$ cat src/rtl/exu_pkg.sv
package exu_pkg;

   localparam int xlen       = 32;
   localparam int reg_addr_w = 5;
   localparam int sel_w      = xlen / 8;

   // which unit handles the issued instruction
   typedef enum logic [1:0] {
      unit_alu = 2'd0,
      unit_bru = 2'd1,
      unit_lsu = 2'd2
   } unit_e;

   typedef enum logic [3:0] {
      alu_add  = 4'd0,
      alu_sub  = 4'd1,
      alu_and  = 4'd2,
      alu_or   = 4'd3,
      alu_xor  = 4'd4,
      alu_sll  = 4'd5,
      alu_srl  = 4'd6,
      alu_sra  = 4'd7,
      alu_slt  = 4'd8,
      alu_sltu = 4'd9,
      alu_lui  = 4'd10
   } alu_op_e;

   typedef enum logic [2:0] {
      bru_beq  = 3'd0,
      bru_bne  = 3'd1,
      bru_blt  = 3'd2,
      bru_bge  = 3'd3,
      bru_bltu = 3'd4,
      bru_bgeu = 3'd5,
      bru_jirl = 3'd6
   } bru_op_e;

   typedef enum logic [2:0] {
      lsu_ld_w  = 3'd0,
      lsu_ld_b  = 3'd1,
      lsu_ld_bu = 3'd2,
      lsu_st_w  = 3'd3,
      lsu_st_b  = 3'd4
   } lsu_op_e;

   typedef struct packed {
      logic                  valid;
      unit_e                 unit;
      alu_op_e               alu_op;
      bru_op_e               bru_op;
      lsu_op_e               lsu_op;
      logic [xlen-1:0]       a;
      logic [xlen-1:0]       b;
      logic [xlen-1:0]       imm;
      logic [xlen-1:0]       pc;
      logic [reg_addr_w-1:0] rd;
      logic                  wen;
   } exu_issue_t;

   // wishbone classic, master side
   typedef struct packed {
      logic             cyc;
      logic             stb;
      logic             we;
      logic [xlen-1:0]  adr;
      logic [sel_w-1:0] sel;
      logic [xlen-1:0]  dat_w;
   } wb_req_t;

   typedef struct packed {
      logic            ack;
      logic [xlen-1:0] dat_r;
   } wb_rsp_t;

   typedef struct packed {
      logic                  wen;
      logic [reg_addr_w-1:0] addr;
      logic [xlen-1:0]       data;
   } rf_write_t;

endpackage

$ cat src/rtl/exu_regfile.sv
`timescale 1ns/1ps

module exu_regfile
   import exu_pkg::*;
(
   input  logic                  clk,
   input  logic                  rst_n,
   input  rf_write_t             wr,
   input  logic [reg_addr_w-1:0] rs1_addr,
   input  logic [reg_addr_w-1:0] rs2_addr,
   output logic [xlen-1:0]       rs1_data,
   output logic [xlen-1:0]       rs2_data
);

   // no storage behind register 0
   logic [xlen-1:0] regs [1:(1 << reg_addr_w) - 1];

   always_ff @(posedge clk) begin
      if (!rst_n) begin
         for (int i = 1; i < (1 << reg_addr_w); i++) begin
            regs[i] <= '0;
         end
      end else if (wr.wen && wr.addr != '0) begin
         regs[wr.addr] <= wr.data;
      end
   end

   // reads see the old value during a write
   assign rs1_data = (rs1_addr == '0) ? '0 : regs[rs1_addr];
   assign rs2_data = (rs2_addr == '0) ? '0 : regs[rs2_addr];

   a_wr_addr_known: assert property (
      @(posedge clk) disable iff (!rst_n)
      wr.wen |-> !$isunknown(wr.addr)
   );

endmodule

$ cat src/rtl/exu_alu.sv
`timescale 1ns/1ps

module exu_alu
   import exu_pkg::*;
(
   input  alu_op_e         op,
   input  logic [xlen-1:0] a,
   input  logic [xlen-1:0] b,
   output logic [xlen-1:0] result
);

   logic [4:0] shamt;

   assign shamt = b[4:0];

   always_comb begin
      case (op)
         alu_add: begin
            result = a + b;
         end
         alu_sub: begin
            result = a - b;
         end
         alu_and: begin
            result = a & b;
         end
         alu_or: begin
            result = a | b;
         end
         alu_xor: begin
            result = a ^ b;
         end
         alu_sll: begin
            result = a << shamt;
         end
         alu_srl: begin
            result = a >> shamt;
         end
         alu_sra: begin
            result = $signed(a) >>> shamt;
         end
         alu_slt: begin
            result = {{(xlen-1){1'b0}}, $signed(a) < $signed(b)};
         end
         alu_sltu: begin
            result = {{(xlen-1){1'b0}}, a < b};
         end
         // upper immediate sits in b
         alu_lui: begin
            result = b << 12;
         end
         default: begin
            result = '0;
         end
      endcase
   end

endmodule

$ cat src/rtl/exu_branch.sv
`timescale 1ns/1ps

module exu_branch
   import exu_pkg::*;
(
   input  bru_op_e         op,
   input  logic [xlen-1:0] a,
   input  logic [xlen-1:0] b,
   input  logic [xlen-1:0] pc,
   input  logic [xlen-1:0] offset,
   output logic            taken,
   output logic [xlen-1:0] target,
   output logic [xlen-1:0] link
);

   always_comb begin
      case (op)
         bru_beq:  taken = (a == b);
         bru_bne:  taken = (a != b);
         bru_blt:  taken = ($signed(a) < $signed(b));
         bru_bge:  taken = ($signed(a) >= $signed(b));
         bru_bltu: taken = (a < b);
         bru_bgeu: taken = (a >= b);
         bru_jirl: taken = 1'b1;
         default:  taken = 1'b0;
      endcase
   end

   // jirl is register relative, the rest pc relative
   assign target = (op == bru_jirl) ? a + offset : pc + offset;
   assign link   = pc + xlen'(4);

endmodule

$ cat src/rtl/exu_lsu.sv
`timescale 1ns/1ps

module exu_lsu
   import exu_pkg::*;
(
   input  logic            clk,
   input  logic            rst_n,
   input  logic            start,
   input  lsu_op_e         op,
   input  logic [xlen-1:0] addr,
   input  logic [xlen-1:0] wdata,
   output wb_req_t         wb_req,
   input  wb_rsp_t         wb_rsp,
   output logic            done,
   output logic [xlen-1:0] rdata
);

   typedef enum logic {
      st_idle,
      st_bus
   } lsu_state_e;

   lsu_state_e       state;
   lsu_op_e          op_q;
   logic             we_q;
   logic [xlen-1:0]  adr_q;
   logic [sel_w-1:0] sel_q;
   logic [xlen-1:0]  dat_q;
   logic             is_word;
   logic             is_store;
   logic [7:0]       lane_byte;

   assign is_word  = (op == lsu_ld_w) || (op == lsu_st_w);
   assign is_store = (op == lsu_st_w) || (op == lsu_st_b);

   always_ff @(posedge clk) begin
      if (!rst_n) begin
         state <= st_idle;
      end else begin
         case (state)
            st_idle: if (start) state <= st_bus;
            st_bus:  if (wb_rsp.ack) state <= st_idle;
            default: state <= st_idle;
         endcase
      end
   end

   // request captured at bus start and held for the whole cycle
   always_ff @(posedge clk) begin
      if (state == st_idle && start) begin
         op_q  <= op;
         we_q  <= is_store;
         adr_q <= addr;
         sel_q <= is_word ? '1 : sel_w'(1) << addr[1:0];
         dat_q <= is_word ? wdata : wdata << (8 * addr[1:0]);
      end
   end

   assign wb_req.cyc   = (state == st_bus);
   assign wb_req.stb   = (state == st_bus);
   assign wb_req.we    = we_q;
   assign wb_req.adr   = adr_q;
   assign wb_req.sel   = sel_q;
   assign wb_req.dat_w = dat_q;

   assign done = (state == st_bus) && wb_rsp.ack;

   assign lane_byte = wb_rsp.dat_r[8 * adr_q[1:0] +: 8];

   always_comb begin
      case (op_q)
         lsu_ld_b:  rdata = {{(xlen-8){lane_byte[7]}}, lane_byte};
         lsu_ld_bu: rdata = {{(xlen-8){1'b0}}, lane_byte};
         default:   rdata = wb_rsp.dat_r;
      endcase
   end

   a_word_aligned: assert property (
      @(posedge clk) disable iff (!rst_n)
      start && is_word |-> addr[1:0] == 2'b00
   );

   // slave acks only inside an open cycle
   a_ack_in_cycle: assert property (
      @(posedge clk) disable iff (!rst_n)
      wb_rsp.ack |-> wb_req.cyc && wb_req.stb
   );

endmodule

$ cat src/rtl/exu_ecl.sv
`timescale 1ns/1ps

module exu_ecl
   import exu_pkg::*;
(
   input  logic            clk,
   input  logic            rst_n,
   input  exu_issue_t      issue,
   input  logic [xlen-1:0] alu_result,
   input  logic            br_taken_in,
   input  logic [xlen-1:0] br_link,
   input  logic            lsu_done,
   input  logic [xlen-1:0] lsu_rdata,
   output logic            lsu_start,
   output logic            stall,
   output logic            br_taken,
   output rf_write_t       wr
);

   logic busy;
   logic is_lsu;
   logic is_load;

   assign is_lsu  = issue.valid && (issue.unit == unit_lsu);
   assign is_load = (issue.lsu_op == lsu_ld_w) || (issue.lsu_op == lsu_ld_b) ||
                    (issue.lsu_op == lsu_ld_bu);

   // one memory op in flight at a time
   always_ff @(posedge clk) begin
      if (!rst_n) begin
         busy <= 1'b0;
      end else if (lsu_done) begin
         busy <= 1'b0;
      end else if (lsu_start) begin
         busy <= 1'b1;
      end
   end

   assign lsu_start = is_lsu && !busy;
   assign stall     = is_lsu && !lsu_done;
   assign br_taken  = issue.valid && (issue.unit == unit_bru) && br_taken_in;

   always_comb begin
      wr.addr = issue.rd;
      case (issue.unit)
         unit_bru: begin
            wr.wen  = issue.valid && issue.wen;
            wr.data = br_link;
         end
         // loads retire on the ack edge
         unit_lsu: begin
            wr.wen  = issue.valid && issue.wen && is_load && lsu_done;
            wr.data = lsu_rdata;
         end
         default: begin
            wr.wen  = issue.valid && issue.wen;
            wr.data = alu_result;
         end
      endcase
   end

   // front end must hold the instruction while stalled
   a_issue_hold: assert property (
      @(posedge clk) disable iff (!rst_n)
      stall |=> $stable(issue)
   );

endmodule

$ cat src/rtl/exu_top.sv
`timescale 1ns/1ps

module exu_top
   import exu_pkg::*;
(
   input  logic                  clk,
   input  logic                  rst_n,
   input  exu_issue_t            issue,
   output logic                  stall,
   input  logic [reg_addr_w-1:0] rs1_addr,
   input  logic [reg_addr_w-1:0] rs2_addr,
   output logic [xlen-1:0]       rs1_data,
   output logic [xlen-1:0]       rs2_data,
   output logic                  br_taken,
   output logic [xlen-1:0]       br_target,
   output wb_req_t               wb_req,
   input  wb_rsp_t               wb_rsp
);

   logic [xlen-1:0] alu_result;
   logic            bru_taken;
   logic [xlen-1:0] bru_link;
   logic            lsu_start;
   logic            lsu_done;
   logic [xlen-1:0] lsu_rdata;
   rf_write_t       rf_wr;

   exu_ecl ecl (
      .clk         (clk),
      .rst_n       (rst_n),
      .issue       (issue),
      .alu_result  (alu_result),
      .br_taken_in (bru_taken),
      .br_link     (bru_link),
      .lsu_done    (lsu_done),
      .lsu_rdata   (lsu_rdata),
      .lsu_start   (lsu_start),
      .stall       (stall),
      .br_taken    (br_taken),
      .wr          (rf_wr)
   );

   exu_regfile regfile (
      .clk      (clk),
      .rst_n    (rst_n),
      .wr       (rf_wr),
      .rs1_addr (rs1_addr),
      .rs2_addr (rs2_addr),
      .rs1_data (rs1_data),
      .rs2_data (rs2_data)
   );

   exu_alu alu (
      .op     (issue.alu_op),
      .a      (issue.a),
      .b      (issue.b),
      .result (alu_result)
   );

   exu_branch bru (
      .op     (issue.bru_op),
      .a      (issue.a),
      .b      (issue.b),
      .pc     (issue.pc),
      .offset (issue.imm),
      .taken  (bru_taken),
      .target (br_target),
      .link   (bru_link)
   );

   // effective address is base plus offset
   exu_lsu lsu (
      .clk    (clk),
      .rst_n  (rst_n),
      .start  (lsu_start),
      .op     (issue.lsu_op),
      .addr   (issue.a + issue.imm),
      .wdata  (issue.b),
      .wb_req (wb_req),
      .wb_rsp (wb_rsp),
      .done   (lsu_done),
      .rdata  (lsu_rdata)
   );

endmodule

$ cat config.mk
export PLATFORM = sky130hd
export DESIGN_NAME = exu_top
export DESIGN_NICKNAME = d
export VERILOG_FILES = /design/src/rtl/exu_pkg.sv /design/src/rtl/exu_regfile.sv /design/src/rtl/exu_alu.sv /design/src/rtl/exu_branch.sv /design/src/rtl/exu_lsu.sv /design/src/rtl/exu_ecl.sv /design/src/rtl/exu_top.sv
export SDC_FILE = /design/constraint.sdc
export NUM_CORES = 2
export LEC_CHECK = 0
export BUFFER_PORTS_ARGS = -buffer_cell sky130_fd_sc_hd__buf_4
export CAP_MARGIN = 10
export CORE_ASPECT_RATIO = 1.4
export CORE_MARGIN = 5
export CORE_UTILIZATION = 40
export DETAILED_ROUTE_END_ITERATION = 6
export GPL_TIMING_DRIVEN = 0
export PLACE_DENSITY = 0.65
export SYNTH_ARGS = -nofsm -noshare
export SYNTH_HDL_FRONTEND = slang
export SYNTH_HIERARCHICAL = 1
export SYNTH_SLANG_ARGS = --single-unit
$ cat constraint.sdc
create_clock -name clk -period 6.7 [get_ports clk]
set_input_delay 1.34 -clock clk [delete_from_list [all_inputs] [get_ports clk]]
set_output_delay 1.34 -clock clk [all_outputs]
set_load 0.01 [all_outputs]
; ---- Word-level counts from Yosys, hierarchy flattened
; Memory sizes are Yosys's and may differ from the RTL's.
; Index checks and enable logic that the tools add are counted.
[totals]
reg_bits = 74
mem_bits_rw = 992
input_bits = 192
wordCells = 98
mem_count = 1
[op_classes]
addsub = 5
magnitude_cmp = 4
n_eq_ne = 26
n_shift = 6
mux = 19
bitwise = 5
reduce_logical = 25
[memory_table]
columns = name, depth, width, read_ports, rd_clocked_by_memory_dff, write_ports, line
row1 = regfile.regs, 31, 32, 2, 0, 31, exu_regfile.sv:16  ; logic [xlen-1:0] regs [1:(1 << reg_addr_w) - 1];
[op_table]
columns = cell, n
row1 = 32-bit case mux with 11 select lines, 1
row2 = 32-bit 2-to-1 mux, 5
row3 = 32-bit case mux with 2 select lines, 2
row4 = 32-bit adder, 3
row5 = 32-bit >= comparator, 2
row6 = 32-bit less-than comparator, 2
row7 = 32-bit by 5-bit left shift with 32-bit output, 2
row8 = "32-bit by 3-bit adder with 32-bit output, second input constant", 1
row9 = 32-bit AND, 1
row10 = 32-bit equality test, 1
row11 = 32-bit inequality test, 1
row12 = 32-bit OR, 1
row13 = 32-bit OR reduction, 1
row14 = 32-bit by 6-bit variable part select with 8-bit output, 1
row15 = 32-bit by 5-bit >> shifter with 32-bit output, 1
row16 = 32-bit by 5-bit >>> shifter with 32-bit output, 1
row17 = 32-bit subtractor, 1
row18 = 32-bit bitwise XOR, 1
row19 = "4-bit by 3-bit equality test with 1-bit output, second input constant", 4
row20 = "3-bit by 2-bit equality test with 1-bit output, second input constant", 5
row21 = "3-bit equality test, second input constant", 4
row22 = "4-bit equality test, second input constant", 3
row23 = 1-bit logical AND, 11
row24 = 5-bit zero test, 2
row25 = 17 further kinds, 33

; ---- Longest topological paths before layout
[logic_depth]
ltp_word = 12
ltp_mapped = 20

; ---- Cells and area by module
; The synthesis kept the hierarchy.
[by_module_without_submodules]
columns = mod, n_inst, cells_per_inst, area_each_um2, seq_area_each_um2
row1 = exu_regfile, 1, 3505, 54214.5, 30749.5
row2 = exu_alu, 1, 1292, 8419.3, 0.0
row3 = exu_lsu, 1, 360, 3983.8, 2182.1
row4 = exu_branch, 1, 454, 3304.4, 0.0
row5 = exu_top, 1, 246, 1740.4, 0.0
row6 = exu_ecl, 1, 131, 799.5, 20.0

; ---- Least setup slack after synthesis
; Ideal clock, no wire load.
[synth_timing]
path_type = input port to flip-flop
from = input port issue[144] (netlist name)
to = register lsu.adr_q[0], enable pin
setup_time_ps = 511
arrival_time_ps = 5144
required_ps = 6189
setup_slack_ps = 1045
stages = 7
n_path_buf = 2
path_cell_list = inv_1 > ha_1 > buf_6 > buf_6 > nand2_1 > nor2_1 > nor2b_1
[synth_between]
elab_chain_len = 4
[synth_rtl]
columns = element, line
row1 = from (decl), exu_top.sv:8  ; input exu_issue_t issue,
row2 = 2-bit equality test, exu_ecl.sv:24  ; assign is_lsu = issue.valid && (issue.unit == unit_lsu);
row3 = 1-bit logical AND, exu_ecl.sv:24
row4 = 1-bit logical AND, exu_ecl.sv:39  ; assign lsu_start = is_lsu && !busy;
row5 = named net lsu_start, exu_top.sv:23  ; logic lsu_start;
row6 = 1-bit logical AND, exu_lsu.sv:50  ; if (state == st_idle && start) begin
row7 = to (signal assigned), exu_lsu.sv:53  ; adr_q <= addr;
row8 = to (decl), exu_lsu.sv:26  ; logic [xlen-1:0] adr_q;
; The timed path passes the listed nets, and every way through them passes these cells.
; A chain may end at the register's enable or synchronous reset.

; ---- Worst setup path in the final report
[layout_timing]
from = input port rs2_addr[1]
to = output port rs2_data[7]
[layout_between]
elab_chain_len = 2
elab_cells_between_ends = 3
classes_between = mux: 1 / reduce/logical: 1 / memory: 1
[layout_rtl]
columns = element, line
row1 = from (decl), exu_top.sv:11  ; input logic [reg_addr_w-1:0] rs2_addr,
row2 = memory 31 x 32 bit / 5-bit zero test (equally long branches), -
row3 = 32-bit 2-to-1 mux (*), exu_regfile.sv:30  ; assign rs2_data = (rs2_addr == '0) ? '0 : regs[rs2_addr];
row4 = to (decl), exu_top.sv:13  ; output logic [xlen-1:0] rs2_data,
; Mark *: on every way between the ends. The rest lies on a longest branch, timed or not.

==> impl_metrics.toml <==
[run_status]
status = "finished, violations left"
violations = "DRC, capacitance limit, slew limit, setup timing"

[critical_path]
required_ps = 5360
critPathArrivalTime_ps = 5560
path_max_fanout = 10
critPathSlowestCell = "buf_1"
cp-start-kind = "primary input"
critPathKind = "in -> out"
worstPathCellList = "buf_2, or3b_2, buf_1, buf_1, o22ai_1, a2111oi_1, nor3_1, buf_4"
worst_setup_path_end_kind = "output pin"
cpMostUsedCell = "buf_1"
cpPeakStageDelay_ps = 1090

[drt]
dr_wl_met3_um = 34700
ant_nets = 0
wl_per_cell_um = 37.1
top_layer_used = "met5"
dr.pass1.iters = 7
vias = 59300
vias_per_cell = 6.54
drt-met1-wl_um = 108000
drcViolationCount = 38
wl_met2_um = 156000
drt_iter0_drc = 8193
drt_wl_total_um = 336000

[pwr]
intPower_mw = 12.7
combPwrFrac = 0.218
sequentialPowerShare = 0.430
p_leak_nw = 31.5
switching_power_mw = 5.63
clock_power_share = 0.351
peakVddDrop_v = 0.000237
power.density_nw_per_um2 = 219
switching_share = 0.307

[sta]
hold_violations = 0
slew_violations = 9
slew_headroom = -0.00153
setup_ws_ps = -202
rsz0062_at_grt = "no"
skew_ps = 69.5
fmax_mhz = 145
tightest_slew_ps = 1500
setup_violations = 3
post-route-period-util = 1.03
fin_crit_ps = 6900

[global_routing]
antenna_found_initial = 12
grt_pass1_vias = 58600
grt_pass1_wl_um = 457000
grt_use_total = 0.343
grt_overflow = 0
grt_start_max_net_pins = 34

[cells_and_area]
final_cell_mix = "edfxtp_1 (1,096), and2_1 (1,009), mux4_2 (497), buf_4 (402), clkbuf_1 (384)"
area_growth_pct = 15.4
design_area_um2 = 83700
fillCellCount = 16300
utilization = 0.465
layout-drive-gt1-share = 0.213
final_nets = 6939
fin_cells = 9060
final_common_cell = "edfxtp_1"

[floorplanning]
die_h_um = 514
core_um2 = 180000
die_area_um2 = 190000
die_w_um = 370
initial_core_util = 0.403
num_rows = 184
ios = 361

[placement]
numPortBuffers = 349
place_hpwl_um = 256000
dp_cells = 8845
dpl_worst_slack_ps = -1170
placed_area_um2 = 79800
globalplace.congestion = 1.05

[yosys]
postSynthCellCount = 5988
synth_flop_cell = "edfxtp_1"
ys_types = 103
mappedNetlistArea_um2 = 72500
ys_ff_latch = 1098
synth.avg_cell_area_um2 = 12.1
ys_seq_area_frac = 0.455
synth_edf_count = 1096
ys_async_sr_fraction = 0
ys.warnings.count = 6

[cts]
root_buffer = "clkbuf_16"
cts_buffers = 110
clock_path_buffers = 3
cts_htree_levels = 3
cts_tree = "done"
cts_sinks = 1098
clk_pin_slew_ps = 60
hold_buffers = 0
insertion_delay_ps = 830

[min_path]
hp-class = "reg -> reg"

[flow_run]
max-cap-violations = 2
==> flip-flops by register name, indices dropped and copies added (netlist names) <==
| register | cells |
|---|---|
| lsu/state | 1 |
| lsu/we_q | 1 |
| ecl/busy | 1 |
| lsu/adr_q | 32 |
| lsu/dat_q | 32 |
| regfile/regs | 1024 |
| lsu/op_q | 3 |
| lsu/sel_q | 4 |
==> layout make-up <==
cell class,instances,area [um2],area share
antenna,6,15.0,0.000179
buffer,554,2600,0.0310
clock buffer,129,2820,0.0338
clock inverter,72,853,0.0102
inverter,151,568,0.00679
multi-input combinational,4212,36800,0.440
sequential,1098,33000,0.394
tap,2418,3030,0.0362
timing repair buffer,420,3980,0.0475
==> critical path, delay by kind of cell <==
family | cells | cell delay (ps)
AOI/OAI and AO/OA | 2 | 1230
buffers and inverters | 4 | 2520
and+or+nand+nor | 2 | 450
==> Yosys cell counts (74+ instances only) <==
master	count	area share
a21oi_1	199	0.014
edfxtp_1	1096	0.45
inv_1	145	0.0075
nand2_1	265	0.014
o22ai_1	119	0.010
nor3_1	113	0.0078
o21ai_0	213	0.015
clkbuf_1	375	0.019
xnor2_1	74	0.0089
mux4_2	497	0.15
nor2_1	254	0.013
mux2i_1	219	0.030
and2_1	1009	0.087
ha_1	196	0.034
==> through the flow <==
stage                     power (mW)  hold WS [ps]  TNS (ps)
after CTS                       18.2           530         0
after floorplan                 10.1           500         0
after global placement          11.8           515  -3486950
after global routing            18.8           558         0
final                           18.3           527      -263
after detailed placement        11.9           518   -552870
==> layer usage <==
layer / up-vias / global-route usage
met5: - / 0
met4: 18 / 0.293
met3: 1342 / 0.0823
met2: 4481 / 0.561
met1: 29400 / 0.376
li1: 24000 / -
==> kinds of logic after synthesis <==
logic type | synth area share
simple gates | 0.150
compound gates | 0.108
fa+ha+maj | 0.0349
other cells | 0.0000518
mux | 0.196
flops | 0.455
buf+inv | 0.0437
xor+xnor | 0.0133
==> worst paths after layout <==
check | startpoint | cells after the start | slack [ps] | endpoint
worst max-delay path | rs2_addr[1] | 8 | -200 | rs2_data[7]
worst max register to register | lsu/state$_SDFF_PN0_ | 9 | 1830 | regfile/regs[13][25]$_SDFFCE_PN0P_
worst min-delay path | ecl/busy$_SDFFE_PP0P_ | 2 | 530 | ecl/busy$_SDFFE_PP0P_
worst min register to register | ecl/busy$_SDFFE_PP0P_ | 2 | 530 | ecl/busy$_SDFFE_PP0P_
==> power by group through the flow <==
stage | Combinational, mW | Sequential [mW] | Clock (mW)
after floorplan | 2.08 | 8.01 | 0
after global placement | 3.72 | 8.07 | 0
after detailed placement | 3.84 | 8.03 | 0
after CTS | 3.86 | 7.88 | 6.49
after global routing | 4.12 | 7.90 | 6.77
final | 4.00 | 7.89 | 6.44
==> timing repair <==
item                       in CTS  in global routing
buffers inserted                2                  3
resized for setup               5                  7
setup endpoints to repair     228                 57
pin swaps                       0                  1
Note: power is estimated with default switching activity, not from simulation.
